`config.mk`:
```
export PLATFORM = sky130hd
export DESIGN_NAME = pmu_auth
export DESIGN_NICKNAME = d
export VERILOG_FILES = /design/src/verilog/sha256_pkg.sv /design/src/verilog/pmu_auth.sv /design/src/verilog/sha256.sv /design/src/verilog/sha256_core.sv /design/src/verilog/sha256_w_mem.sv /design/src/verilog/sha256_k_constants.sv
export VERILOG_INCLUDE_DIRS = /design/src /design/src/verilog
export SDC_FILE = /design/constraint.sdc
export NUM_CORES = 2
export LEC_CHECK = 0
export ABC_AREA = 0
export BUFFER_PORTS_ARGS = -buffer_cell sky130_fd_sc_hd__buf_2
export CAP_MARGIN = 5
export CORE_MARGIN = 2
export CORE_UTILIZATION = 30
export CTS_BUF_LIST = sky130_fd_sc_hd__clkbuf_8
export DETAILED_ROUTE_END_ITERATION = 7
export GPL_TIMING_DRIVEN = 0
export HOLD_SLACK_MARGIN = 0.03
export PLACE_DENSITY = 0.55
export SLEW_MARGIN = 30
export SYNTH_ARGS = -nofsm -noshare
export SYNTH_HDL_FRONTEND = slang
export SYNTH_SLANG_ARGS = --single-unit
```
`constraint.sdc`:
```
create_clock -name clk -period 48.5 [get_ports clk]
set_input_delay 2.425 -clock clk [delete_from_list [all_inputs] [get_ports clk]]
set_output_delay 2.425 -clock clk [all_outputs]
set_load 0.1 [all_outputs]
```
`src/verilog/sha256_defs.svh`:
```
`ifndef SHA256_DEFS_SVH
`define SHA256_DEFS_SVH

//==========================================================================
// SHA-256 authentication block sizes
//==========================================================================

// Words in a key or digest
`define SHA_WORDS         8

// Register address width
`define SHA_ADDR_W        3

// Compression rounds per block
`define SHA_ROUNDS        64

// Length field of the padded key message, in bits
`define SHA_MSG_LEN_BITS  256

`endif
```
`src/verilog/sha256_pkg.sv`:
```
`default_nettype none

`include "sha256_defs.svh"

package sha256_pkg;

    // One SHA word, also the host register width
    typedef logic [31:0] word_t;

    typedef logic [`SHA_WORDS*32-1:0] digest_t;   // Hash result or expected digest
    typedef logic [511:0] msg_block_t;             // One padded message block

    typedef logic [$clog2(`SHA_ROUNDS)-1:0] round_t;
    typedef logic [`SHA_ADDR_W-1:0] word_addr_t;

    // Compression engine states
    typedef enum logic [1:0] {
        CORE_IDLE,
        CORE_ROUNDS,
        CORE_FINAL
    } core_state_t;

endpackage

`default_nettype wire

```
`src/verilog/pmu_auth.sv`:
```
`timescale 1ns/10ps
`default_nettype none

// PMU authentication subsystem boundary
module pmu_auth (
    input  wire                         clk,
    input  wire                         reset_n,
    input  wire                         cs,          // Start a hash of the stored key
    input  wire                         we,
    input  wire                         wc,
    input  wire sha256_pkg::word_addr_t address,
    input  wire sha256_pkg::word_t      write_data,
    output wire                         ready,
    output wire                         digest_valid // Held match result
);

    sha256 u_sha256 (
        .clk          (clk),
        .reset_n      (reset_n),
        .cs           (cs),
        .we           (we),
        .wc           (wc),
        .address      (address),
        .write_data   (write_data),
        .ready        (ready),
        .digest_valid (digest_valid)
    );

endmodule

`default_nettype wire

```
`src/verilog/sha256.sv`:
```
`timescale 1ns/10ps
`default_nettype none

`include "sha256_defs.svh"

module sha256 (
    input  wire                         clk,
    input  wire                         reset_n,
    input  wire                         cs,
    input  wire                         we,
    input  wire                         wc,        // 1 selects block, 0 selects digest
    input  wire sha256_pkg::word_addr_t address,
    input  wire sha256_pkg::word_t      write_data,
    output wire                         ready,
    output logic                        digest_valid
);
    import sha256_pkg::*;

    // Zero fill between the stop bit and the length field
    localparam int PAD_ZEROS = 512 - `SHA_MSG_LEN_BITS - 1 - 64;

    word_t      block_reg  [`SHA_WORDS];
    word_t      digest_reg [`SHA_WORDS];
    digest_t    key_bits;
    digest_t    expected;
    msg_block_t block;
    digest_t    core_digest;
    logic       core_digest_valid;

    //==========================================================================
    // Host register file
    //==========================================================================

    always_ff @(posedge clk) begin
        if (!reset_n) begin
            for (int i = 0; i < `SHA_WORDS; i++) begin
                block_reg[i]  <= '0;
                digest_reg[i] <= '0;
            end
        end else if (we) begin
            if (wc) begin
                block_reg[address] <= write_data;
            end else begin
                digest_reg[address] <= write_data;
            end
        end
    end

    // Address 7 is the most significant word
    always_comb begin
        for (int i = 0; i < `SHA_WORDS; i++) begin
            key_bits[32*i +: 32] = block_reg[i];
            expected[32*i +: 32] = digest_reg[i];
        end
    end

    // Key, stop bit, zeros, 64-bit message length
    assign block = {key_bits, 1'b1, {PAD_ZEROS{1'b0}}, 64'(`SHA_MSG_LEN_BITS)};

    sha256_core u_core (
        .clk          (clk),
        .reset_n      (reset_n),
        .init         (cs),
        .block        (block),
        .ready        (ready),
        .digest       (core_digest),
        .digest_valid (core_digest_valid)
    );

    // Pass/fail level, held between comparisons
    always_ff @(posedge clk) begin
        if (!reset_n) begin
            digest_valid <= 1'b0;
        end else if (core_digest_valid) begin
            digest_valid <= (core_digest == expected);
        end
    end

endmodule

`default_nettype wire

```
`src/verilog/sha256_core.sv`:
```
`timescale 1ns/10ps
`default_nettype none

`include "sha256_defs.svh"

module sha256_core (
    input  wire                         clk,
    input  wire                         reset_n,
    input  wire                         init,
    input  wire sha256_pkg::msg_block_t block,
    output logic                        ready,
    output sha256_pkg::digest_t         digest,
    output logic                        digest_valid
);
    import sha256_pkg::*;

    // Initial hash, square roots of the first 8 primes
    localparam digest_t H_INIT = {
        32'h6a09e667, 32'hbb67ae85, 32'h3c6ef372, 32'ha54ff53a,
        32'h510e527f, 32'h9b05688c, 32'h1f83d9ab, 32'h5be0cd19
    };

    core_state_t state;
    round_t      round_ctr;

    // Working variables
    word_t a;
    word_t b;
    word_t c;
    word_t d;
    word_t e;
    word_t f;
    word_t g;
    word_t h;

    word_t w;
    word_t k;
    word_t t1;
    word_t t2;
    logic  start;
    logic  w_next;

    //==========================================================================
    // Round functions
    //==========================================================================

    function automatic word_t big_sigma0(input word_t x);
        return {x[1:0], x[31:2]} ^ {x[12:0], x[31:13]} ^ {x[21:0], x[31:22]};
    endfunction

    function automatic word_t big_sigma1(input word_t x);
        return {x[5:0], x[31:6]} ^ {x[10:0], x[31:11]} ^ {x[24:0], x[31:25]};
    endfunction

    function automatic word_t ch(input word_t x, input word_t y, input word_t z);
        return (x & y) ^ (~x & z);
    endfunction

    function automatic word_t maj(input word_t x, input word_t y, input word_t z);
        return (x & y) ^ (x & z) ^ (y & z);
    endfunction

    assign start  = init && ready;            // Init is dropped while busy
    assign w_next = (state == CORE_ROUNDS);

    assign t1 = h + big_sigma1(e) + ch(e, f, g) + k + w;
    assign t2 = big_sigma0(a) + maj(a, b, c);

    sha256_w_mem u_w_mem (
        .clk     (clk),
        .reset_n (reset_n),
        .w_init  (start),
        .w_next  (w_next),
        .block   (block),
        .w       (w)
    );

    sha256_k_constants u_k_constants (
        .round (round_ctr),
        .k     (k)
    );

    //==========================================================================
    // Working variables
    //==========================================================================

    always_ff @(posedge clk) begin
        if (start) begin
            {a, b, c, d, e, f, g, h} <= H_INIT;
        end else if (state == CORE_ROUNDS) begin
            h <= g;
            g <= f;
            f <= e;
            e <= d + t1;
            d <= c;
            c <= b;
            b <= a;
            a <= t1 + t2;
        end
    end

    //==========================================================================
    // Control FSM and final hash addition
    //==========================================================================

    always_ff @(posedge clk) begin
        if (!reset_n) begin
            state        <= CORE_IDLE;
            round_ctr    <= '0;
            ready        <= 1'b1;
            digest_valid <= 1'b0;
            digest       <= '0;
        end else begin
            case (state)
                CORE_IDLE: begin
                    if (start) begin
                        state        <= CORE_ROUNDS;
                        round_ctr    <= '0;
                        ready        <= 1'b0;
                        digest_valid <= 1'b0;
                    end
                end
                CORE_ROUNDS: begin
                    round_ctr <= round_ctr + 1'b1;
                    if (round_ctr == round_t'(`SHA_ROUNDS - 1)) begin
                        state <= CORE_FINAL;   // Last round done
                    end
                end
                CORE_FINAL: begin
                    // Single block, so the chaining value is the initial hash
                    digest <= {
                        H_INIT[255:224] + a, H_INIT[223:192] + b,
                        H_INIT[191:160] + c, H_INIT[159:128] + d,
                        H_INIT[127:96]  + e, H_INIT[95:64]   + f,
                        H_INIT[63:32]   + g, H_INIT[31:0]    + h
                    };
                    ready        <= 1'b1;
                    digest_valid <= 1'b1;
                    state        <= CORE_IDLE;
                end
                default: begin
                    state <= CORE_IDLE;
                end
            endcase
        end
    end

endmodule

`default_nettype wire

```
`src/verilog/sha256_w_mem.sv`:
```
`timescale 1ns/10ps
`default_nettype none

module sha256_w_mem (
    input  wire                         clk,
    input  wire                         reset_n,
    input  wire                         w_init,
    input  wire                         w_next,
    input  wire sha256_pkg::msg_block_t block,
    output sha256_pkg::word_t           w
);
    import sha256_pkg::*;

    word_t  w_mem [16];    // Sliding window, W[t-16] at index 0
    word_t  w_new;
    round_t w_ctr;         // Round being served

    // Small sigma functions of the message schedule
    function automatic word_t sigma0(input word_t x);
        return {x[6:0], x[31:7]} ^ {x[17:0], x[31:18]} ^ (x >> 3);
    endfunction

    function automatic word_t sigma1(input word_t x);
        return {x[16:0], x[31:17]} ^ {x[18:0], x[31:19]} ^ (x >> 10);
    endfunction

    //==========================================================================
    // Schedule word
    //==========================================================================

    assign w_new = sigma1(w_mem[14]) + w_mem[9] + sigma0(w_mem[1]) + w_mem[0];

    // First 16 rounds read the block words directly
    assign w = (w_ctr < 16) ? w_mem[w_ctr[3:0]] : w_new;

    //==========================================================================
    // Window and round counter
    //==========================================================================

    always_ff @(posedge clk) begin
        if (w_init) begin
            for (int i = 0; i < 16; i++) begin
                w_mem[i] <= block[511 - 32*i -: 32];   // Big-endian word order
            end
        end else if (w_next && (w_ctr[5:4] != 2'b00)) begin
            for (int i = 0; i < 15; i++) begin
                w_mem[i] <= w_mem[i + 1];
            end
            w_mem[15] <= w_new;
        end
    end

    always_ff @(posedge clk) begin
        if (!reset_n) begin
            w_ctr <= '0;
        end else if (w_init) begin
            w_ctr <= '0;
        end else if (w_next) begin
            w_ctr <= w_ctr + 1'b1;
        end
    end

endmodule

`default_nettype wire

```
`src/verilog/sha256_k_constants.sv`:
```
`timescale 1ns/10ps
`default_nettype none

module sha256_k_constants (
    input  wire sha256_pkg::round_t round,
    output sha256_pkg::word_t       k
);

    // Fractional parts of the cube roots of the first 64 primes
    always_comb begin
        case (round)
            6'd0:  k = 32'h428a2f98;
            6'd1:  k = 32'h71374491;
            6'd2:  k = 32'hb5c0fbcf;
            6'd3:  k = 32'he9b5dba5;
            6'd4:  k = 32'h3956c25b;
            6'd5:  k = 32'h59f111f1;
            6'd6:  k = 32'h923f82a4;
            6'd7:  k = 32'hab1c5ed5;
            6'd8:  k = 32'hd807aa98;
            6'd9:  k = 32'h12835b01;
            6'd10: k = 32'h243185be;
            6'd11: k = 32'h550c7dc3;
            6'd12: k = 32'h72be5d74;
            6'd13: k = 32'h80deb1fe;
            6'd14: k = 32'h9bdc06a7;
            6'd15: k = 32'hc19bf174;
            6'd16: k = 32'he49b69c1;
            6'd17: k = 32'hefbe4786;
            6'd18: k = 32'h0fc19dc6;
            6'd19: k = 32'h240ca1cc;
            6'd20: k = 32'h2de92c6f;
            6'd21: k = 32'h4a7484aa;
            6'd22: k = 32'h5cb0a9dc;
            6'd23: k = 32'h76f988da;
            6'd24: k = 32'h983e5152;
            6'd25: k = 32'ha831c66d;
            6'd26: k = 32'hb00327c8;
            6'd27: k = 32'hbf597fc7;
            6'd28: k = 32'hc6e00bf3;
            6'd29: k = 32'hd5a79147;
            6'd30: k = 32'h06ca6351;
            6'd31: k = 32'h14292967;
            6'd32: k = 32'h27b70a85;
            6'd33: k = 32'h2e1b2138;
            6'd34: k = 32'h4d2c6dfc;
            6'd35: k = 32'h53380d13;
            6'd36: k = 32'h650a7354;
            6'd37: k = 32'h766a0abb;
            6'd38: k = 32'h81c2c92e;
            6'd39: k = 32'h92722c85;
            6'd40: k = 32'ha2bfe8a1;
            6'd41: k = 32'ha81a664b;
            6'd42: k = 32'hc24b8b70;
            6'd43: k = 32'hc76c51a3;
            6'd44: k = 32'hd192e819;
            6'd45: k = 32'hd6990624;
            6'd46: k = 32'hf40e3585;
            6'd47: k = 32'h106aa070;
            6'd48: k = 32'h19a4c116;
            6'd49: k = 32'h1e376c08;
            6'd50: k = 32'h2748774c;
            6'd51: k = 32'h34b0bcb5;
            6'd52: k = 32'h391c0cb3;
            6'd53: k = 32'h4ed8aa4a;
            6'd54: k = 32'h5b9cca4f;
            6'd55: k = 32'h682e6ff3;
            6'd56: k = 32'h748f82ee;
            6'd57: k = 32'h78a5636f;
            6'd58: k = 32'h84c87814;
            6'd59: k = 32'h8cc70208;
            6'd60: k = 32'h90befffa;
            6'd61: k = 32'ha4506ceb;
            6'd62: k = 32'hbef9a3f7;
            6'd63: k = 32'hc67178f2;
        endcase
    end

endmodule

`default_nettype wire

```
### After elaboration in Yosys (flattened, before gate mapping)

Memories as Yosys holds them, arrays and structs flattened. A register that Yosys moved wholly into a read port is not among the register bits.
Cells that the tools add are included.
Widths: inputs -> output; s select.

| word-level totals | value |
|---|---|
| bits in registers | 529 |
| bits in writable memories | 1,024 |
| memory bits (read-only) | 2,048 |
| logic and storage cells | 140 |
| memories | 4 |

| cells by class | value |
|---|---|
| add/subtract/negate cells | 20 |
| order comparisons | 1 |
| equal/unequal tests | 6 |
| muxes and demuxes | 48 |
| bitwise logic cells | 34 |
| reductions and logical operators | 12 |

Memory list:

| memory | words | width | read ports | clocked after Yosys merged registers in | wr ports | line | source |
|---|---|---|---|---|---|---|---|
| (name not given) | 64 | 32 | 1 | 1 | 0 | sha256_k_constants.sv:11 | `case (round)` |
| u_sha256.u_core.u_w_mem.w_mem | 16 | 32 | 17 | 1 | 16 | sha256_w_mem.sv:14 | `word_t w_mem [16];` |
| u_sha256.block_reg | 8 | 32 | 8 | 0 | 8 | sha256.sv:22 | `` word_t block_reg [`SHA_WORDS]; `` |
| u_sha256.digest_reg | 8 | 32 | 8 | 0 | 8 | sha256.sv:23 | `` word_t digest_reg [`SHA_WORDS]; `` |

Operators by type and width:

| cell | number |
|---|---|
| $mux 32 | 19 |
| $add 32x32->32 | 10 |
| $xor 32x32->32 | 9 |
| $eq 256x256->1 | 1 |
| $and 32x32->32 | 5 |
| $add 31x32->32 const A | 3 |
| $add 32x32->32 const A | 3 |
| $reduce_or 32->1 | 2 |
| $add 29x32->32 const A | 1 |
| $add 30x32->32 const A | 1 |
| $not 32->32 | 1 |
| $xor 32x22->32 | 1 |
| $xor 32x29->32 | 1 |
| $mux 6 | 3 |
| $mux 1 | 17 |
| $or 1x1->1 | 16 |
| $add 6x1->6 const B | 2 |
| $pmux 6 s2 | 1 |
| $mux 4 | 2 |
| $eq 6x6->1 const B | 1 |
| $lt 6x5->1 const B | 1 |
| $mux 3 | 2 |
| $reduce_and 2->1 | 3 |
| $reduce_bool 2->1 | 3 |
| other kinds (10) | 13 |

### Depth between registers and ports, before layout

An unclocked memory read counts as a cell.

| logic depth | value |
|---|---|
| depth after elaboration | 9 |
| mapped depth | 42 |
| depth with buffers taken out | 42 |

### Cells and area by module

From an unflattened synthesis, not the netlist that was laid out.

| second synthesis, totals | value |
|---|---|
| cell total of the unflattened synthesis | 8,156 |
| area, all modules | 87,956.9 µm² |

Modules (own cells, without submodules):

| module | instances | cells each | area an instance (µm²) | seq. area each (µm²) |
|---|---|---|---|---|
| sha256_core | 1 | 4,016 | 31,921.9 | 10,450.0 |
| sha256_w_mem | 1 | 2,008 | 30,494.2 | 15,574.9 |
| sha256 | 1 | 1,608 | 22,281.4 | 15,394.8 |
| sha256_k_constants | 1 | 524 | 3,259.4 | 0.0 |

### Worst setup path before layout

No wires, ideal clock.

| timing | value |
|---|---|
| path type | reg-to-reg |
| start | reg u_sha256.u_core.state[1] |
| end | mem u_sha256.u_core.u_w_mem.w_mem[0][0] (netlist bit) (enable) |
| library setup time | 2.098 ns |
| data arrival time | 36.816 ns |
| data required time | 46.402 ns |
| setup slack | 9.585 ns |
| stages on the path, launching flop included | 7 |
| path buffers | 4 |
| cell sequence | dfxtp_1 > clkbuf_1 > nand2b_1 > clkbuf_1 > clkbuf_1 > clkbuf_1 > o21ai_0 |

RTL lines:

| item | line | source |
|---|---|---|
| from (decl) | sha256_core.sv:23 | `core_state_t state;` |
| from (signal assigned) | sha256_core.sv:108 | `state <= CORE_IDLE;` |
| from (signal assigned) | sha256_core.sv:117 | `state <= CORE_ROUNDS;` |
| from (signal assigned) | sha256_core.sv:126 | `state <= CORE_FINAL;` |
| to (decl) | sha256_w_mem.sv:14 |  |

==> results.toml <==
[sta]
setup_viol = 0
hold_slack_ns = 0.456
setup_tns_ns = 0
min_period_over_period_pct = 24.3
fin_ws_ns = 36.70
relSlewSlack_pct = 23.8
worst_slew_pin_slew_ns = 1.13
min_period_ns = 11.80
rsz0062_at_grt = "no"
hold_viol = 0
finClkSkew_ns = 0.121
fmax_mhz = 84.7
slew_viol_final = 0

[clock_tree]
cts-resized-gates = 0
cts.sinks = 1589
post-cts-setup-buffers = 0
cts_buffers = 300
clkLatencyLatePin_ns = 1.04
htreeDepth = 5
clkTransAtPathRegs_ns = 0.06
cts_max_path_buffers = 4
holdBufCountCts = 0
cts_tree = "done"
ctsRootBufferMaster = "clkbuf_8"

[route]
vias = 72200
drt-initial-drc-count = 11100
wire_per_inst_um = 33.1
detail-route-antenna-nets = 0
viasPerCell = 5.58
drt_first_pass_iters = 8
drc = 0
routed_wl_um = 429000

[final_layout]
num-fill-cells = 29100
final_cell_mix = "1635 x nand2_1, 1024 x edfxtp_1, 759 x and2_1"
drive_above_1_share_pct = 8.86
regMostFlops = "u_sha256.u_core.u_w_mem.w_mem"
area_growth_pct = 14.6
final_common_cell = "nand2_1"
layout.nets = 9340
largest_reg_flops = 512

[synthesis]
ys_seq_area_share_pct = 49.0
avgSynthCellArea_um2 = 10.0
synth_area_mm2 = 0.0859
synth_ff_type = "edfxtp_1"
synth_edf_count = 1024
yosysUniqueCellTypes = 90
ys_ff_latch = 1589
ys_warn_count = 0
syn-num-nets = 8927
ys_async_sr_fraction_pct = 0
syn-instance-count = 8550

[global_routing]
top_usage_layer = "met2"
grt_util_met1_pct = 41.3
grt_start_max_net_pins = 33
grt_pass1_vias = 67000
grt.total_usage_pct = 28.6
met2_usage_pct = 42.2
grt_first_pass_wirelength_um = 575000
antenna_found_initial = 55
grtUsageMet3_pct = 6.20
overflow = 0

[worst_setup_path]
criticalPathCategory = "reg -> reg"
setup.worst_path.start_class = "flip-flop"
critPathCaptureType = "flip-flop"
slowest_delay_ns = 0.76
crit_required_ns = 49.33
worst-path-max-fanout = 6
ff2ff_setup_slack_ns = 36.70
cp.arrival_ns = 12.63
crit_slowest_cell = "o311ai_0"

[placement]
io_buffers = 40
gp_congestion = 1.00
post-place-ws_ns = 37.01
dpl.hpwl_um = 343000

[floorplanning]
start_util_pct = 30.1
pin_count = 42
die_h_um = 539
core_area_mm2 = 0.285
die_w_um = 539
die_area_mm2 = 0.291
rows = 196

[job]
drv_cap = 0

[min_path]
hp-class = "reg -> reg"

[run_status]
status = "finished clean"
stage by stage:
stage	utilization [%]	std cells	cell area [um^2]
after floorplan	-	8550	85900
after global placement	31.9	12400	90800
after detailed placement	32.6	12400	92900
after CTS	34.5	12900	98400
after global routing	34.5	12900	98400
final	34.5	13000	98400
cell type report:
cell class                 instances  area [um^2]  area share (%)
antenna                           16         40.0          0.0407
buffer                           552         2180            2.21
clock buffer                     335         4610            4.68
clock inverter                   177          907           0.922
inverter                         504         1890            1.92
multi-input combinational       5905        40100            40.8
sequential                      1589        42100            42.7
tap                             3762         4710            4.78
timing repair buffer             111         1900            1.93
critical path, delay by kind of cell (launching register included):
kind | cells | cell delay [ns]
and+or+nand+nor | 8 | 0.83
adders and majority gates | 8 | 3.47
buffers and inverters | 5 | 0.38
xor gates and xnor gates | 3 | 1.25
AOI/OAI and AO/OA | 16 | 5.05
DFF | 1 | 0.62
routing by layer:
metal / wire length [um] / share of wire, %
met3: 47300 / 11
met5: 76 / 0.018
met1: 183000 / 43
met2: 182000 / 43
met4: 15800 / 3.7
synth_stat cells (all sizes together), types with 11 or more instances:
cell | count | area [um^2]
nand2 | 1635 | 6140
edfxtp | 1024 | 30700
and2 | 760 | 4750
dfxtp | 565 | 11300
clkbuf | 514 | 1930
inv | 502 | 1880
a21oi | 467 | 2340
xnor2 | 395 | 3470
nor2 | 371 | 1390
o21ai | 293 | 1470
xor2 | 241 | 2110
fa | 187 | 3740
mux4 | 160 | 3600
ha | 150 | 1880
nand3 | 150 | 751
a211oi | 112 | 846
nor3 | 77 | 385
o211ai | 77 | 578
a21o | 76 | 571
o22ai | 55 | 344
nor4 | 53 | 332
nand2b | 48 | 300
or3 | 42 | 263
nand4 | 40 | 250
a311oi | 39 | 342
buf | 38 | 173
a221oi | 37 | 324
o21a | 33 | 248
o2bb2ai | 33 | 289
a31oi | 28 | 175
and3 | 27 | 169
o31ai | 26 | 195
mux2i | 24 | 240
a22o | 22 | 193
o21bai | 22 | 165
nor2b | 21 | 131
o311ai | 21 | 184
mux2 | 17 | 191
or2 | 14 | 87.6
o41ai | 12 | 113
a22oi | 11 | 82.6
o221ai | 11 | 96.3
o31a | 11 | 96.3
cell families after synthesis:
logic type                 Yosys count  share of synthesized area, %
and+or+nand+nor                   3270                          17.7
DFF                               1589                          49.0
AOI/OAI and AO/OA                 1455                          10.8
buffers and inverters             1056                          4.65
xor gates and xnor gates           639                          6.57
adders and majority gates          340                          6.58
muxes                              201                          4.70
worst paths after layout:
path,from,end,depth (start not counted)
setup / recovery,u_sha256.u_core.u_w_mem.w_mem[1][5],u_sha256.u_core.a[26],40
hold / removal,u_sha256.u_core.digest[180],u_sha256.u_core.digest[180],2
setup reg to reg,u_sha256.u_core.u_w_mem.w_mem[1][5],u_sha256.u_core.a[26],40
hold reg to reg,u_sha256.u_core.digest[180],u_sha256.u_core.digest[180],2
Power is left out: the tool's default activity adds up to more than one toggle a clock period on the data nets, which glitch-free logic cannot reach.
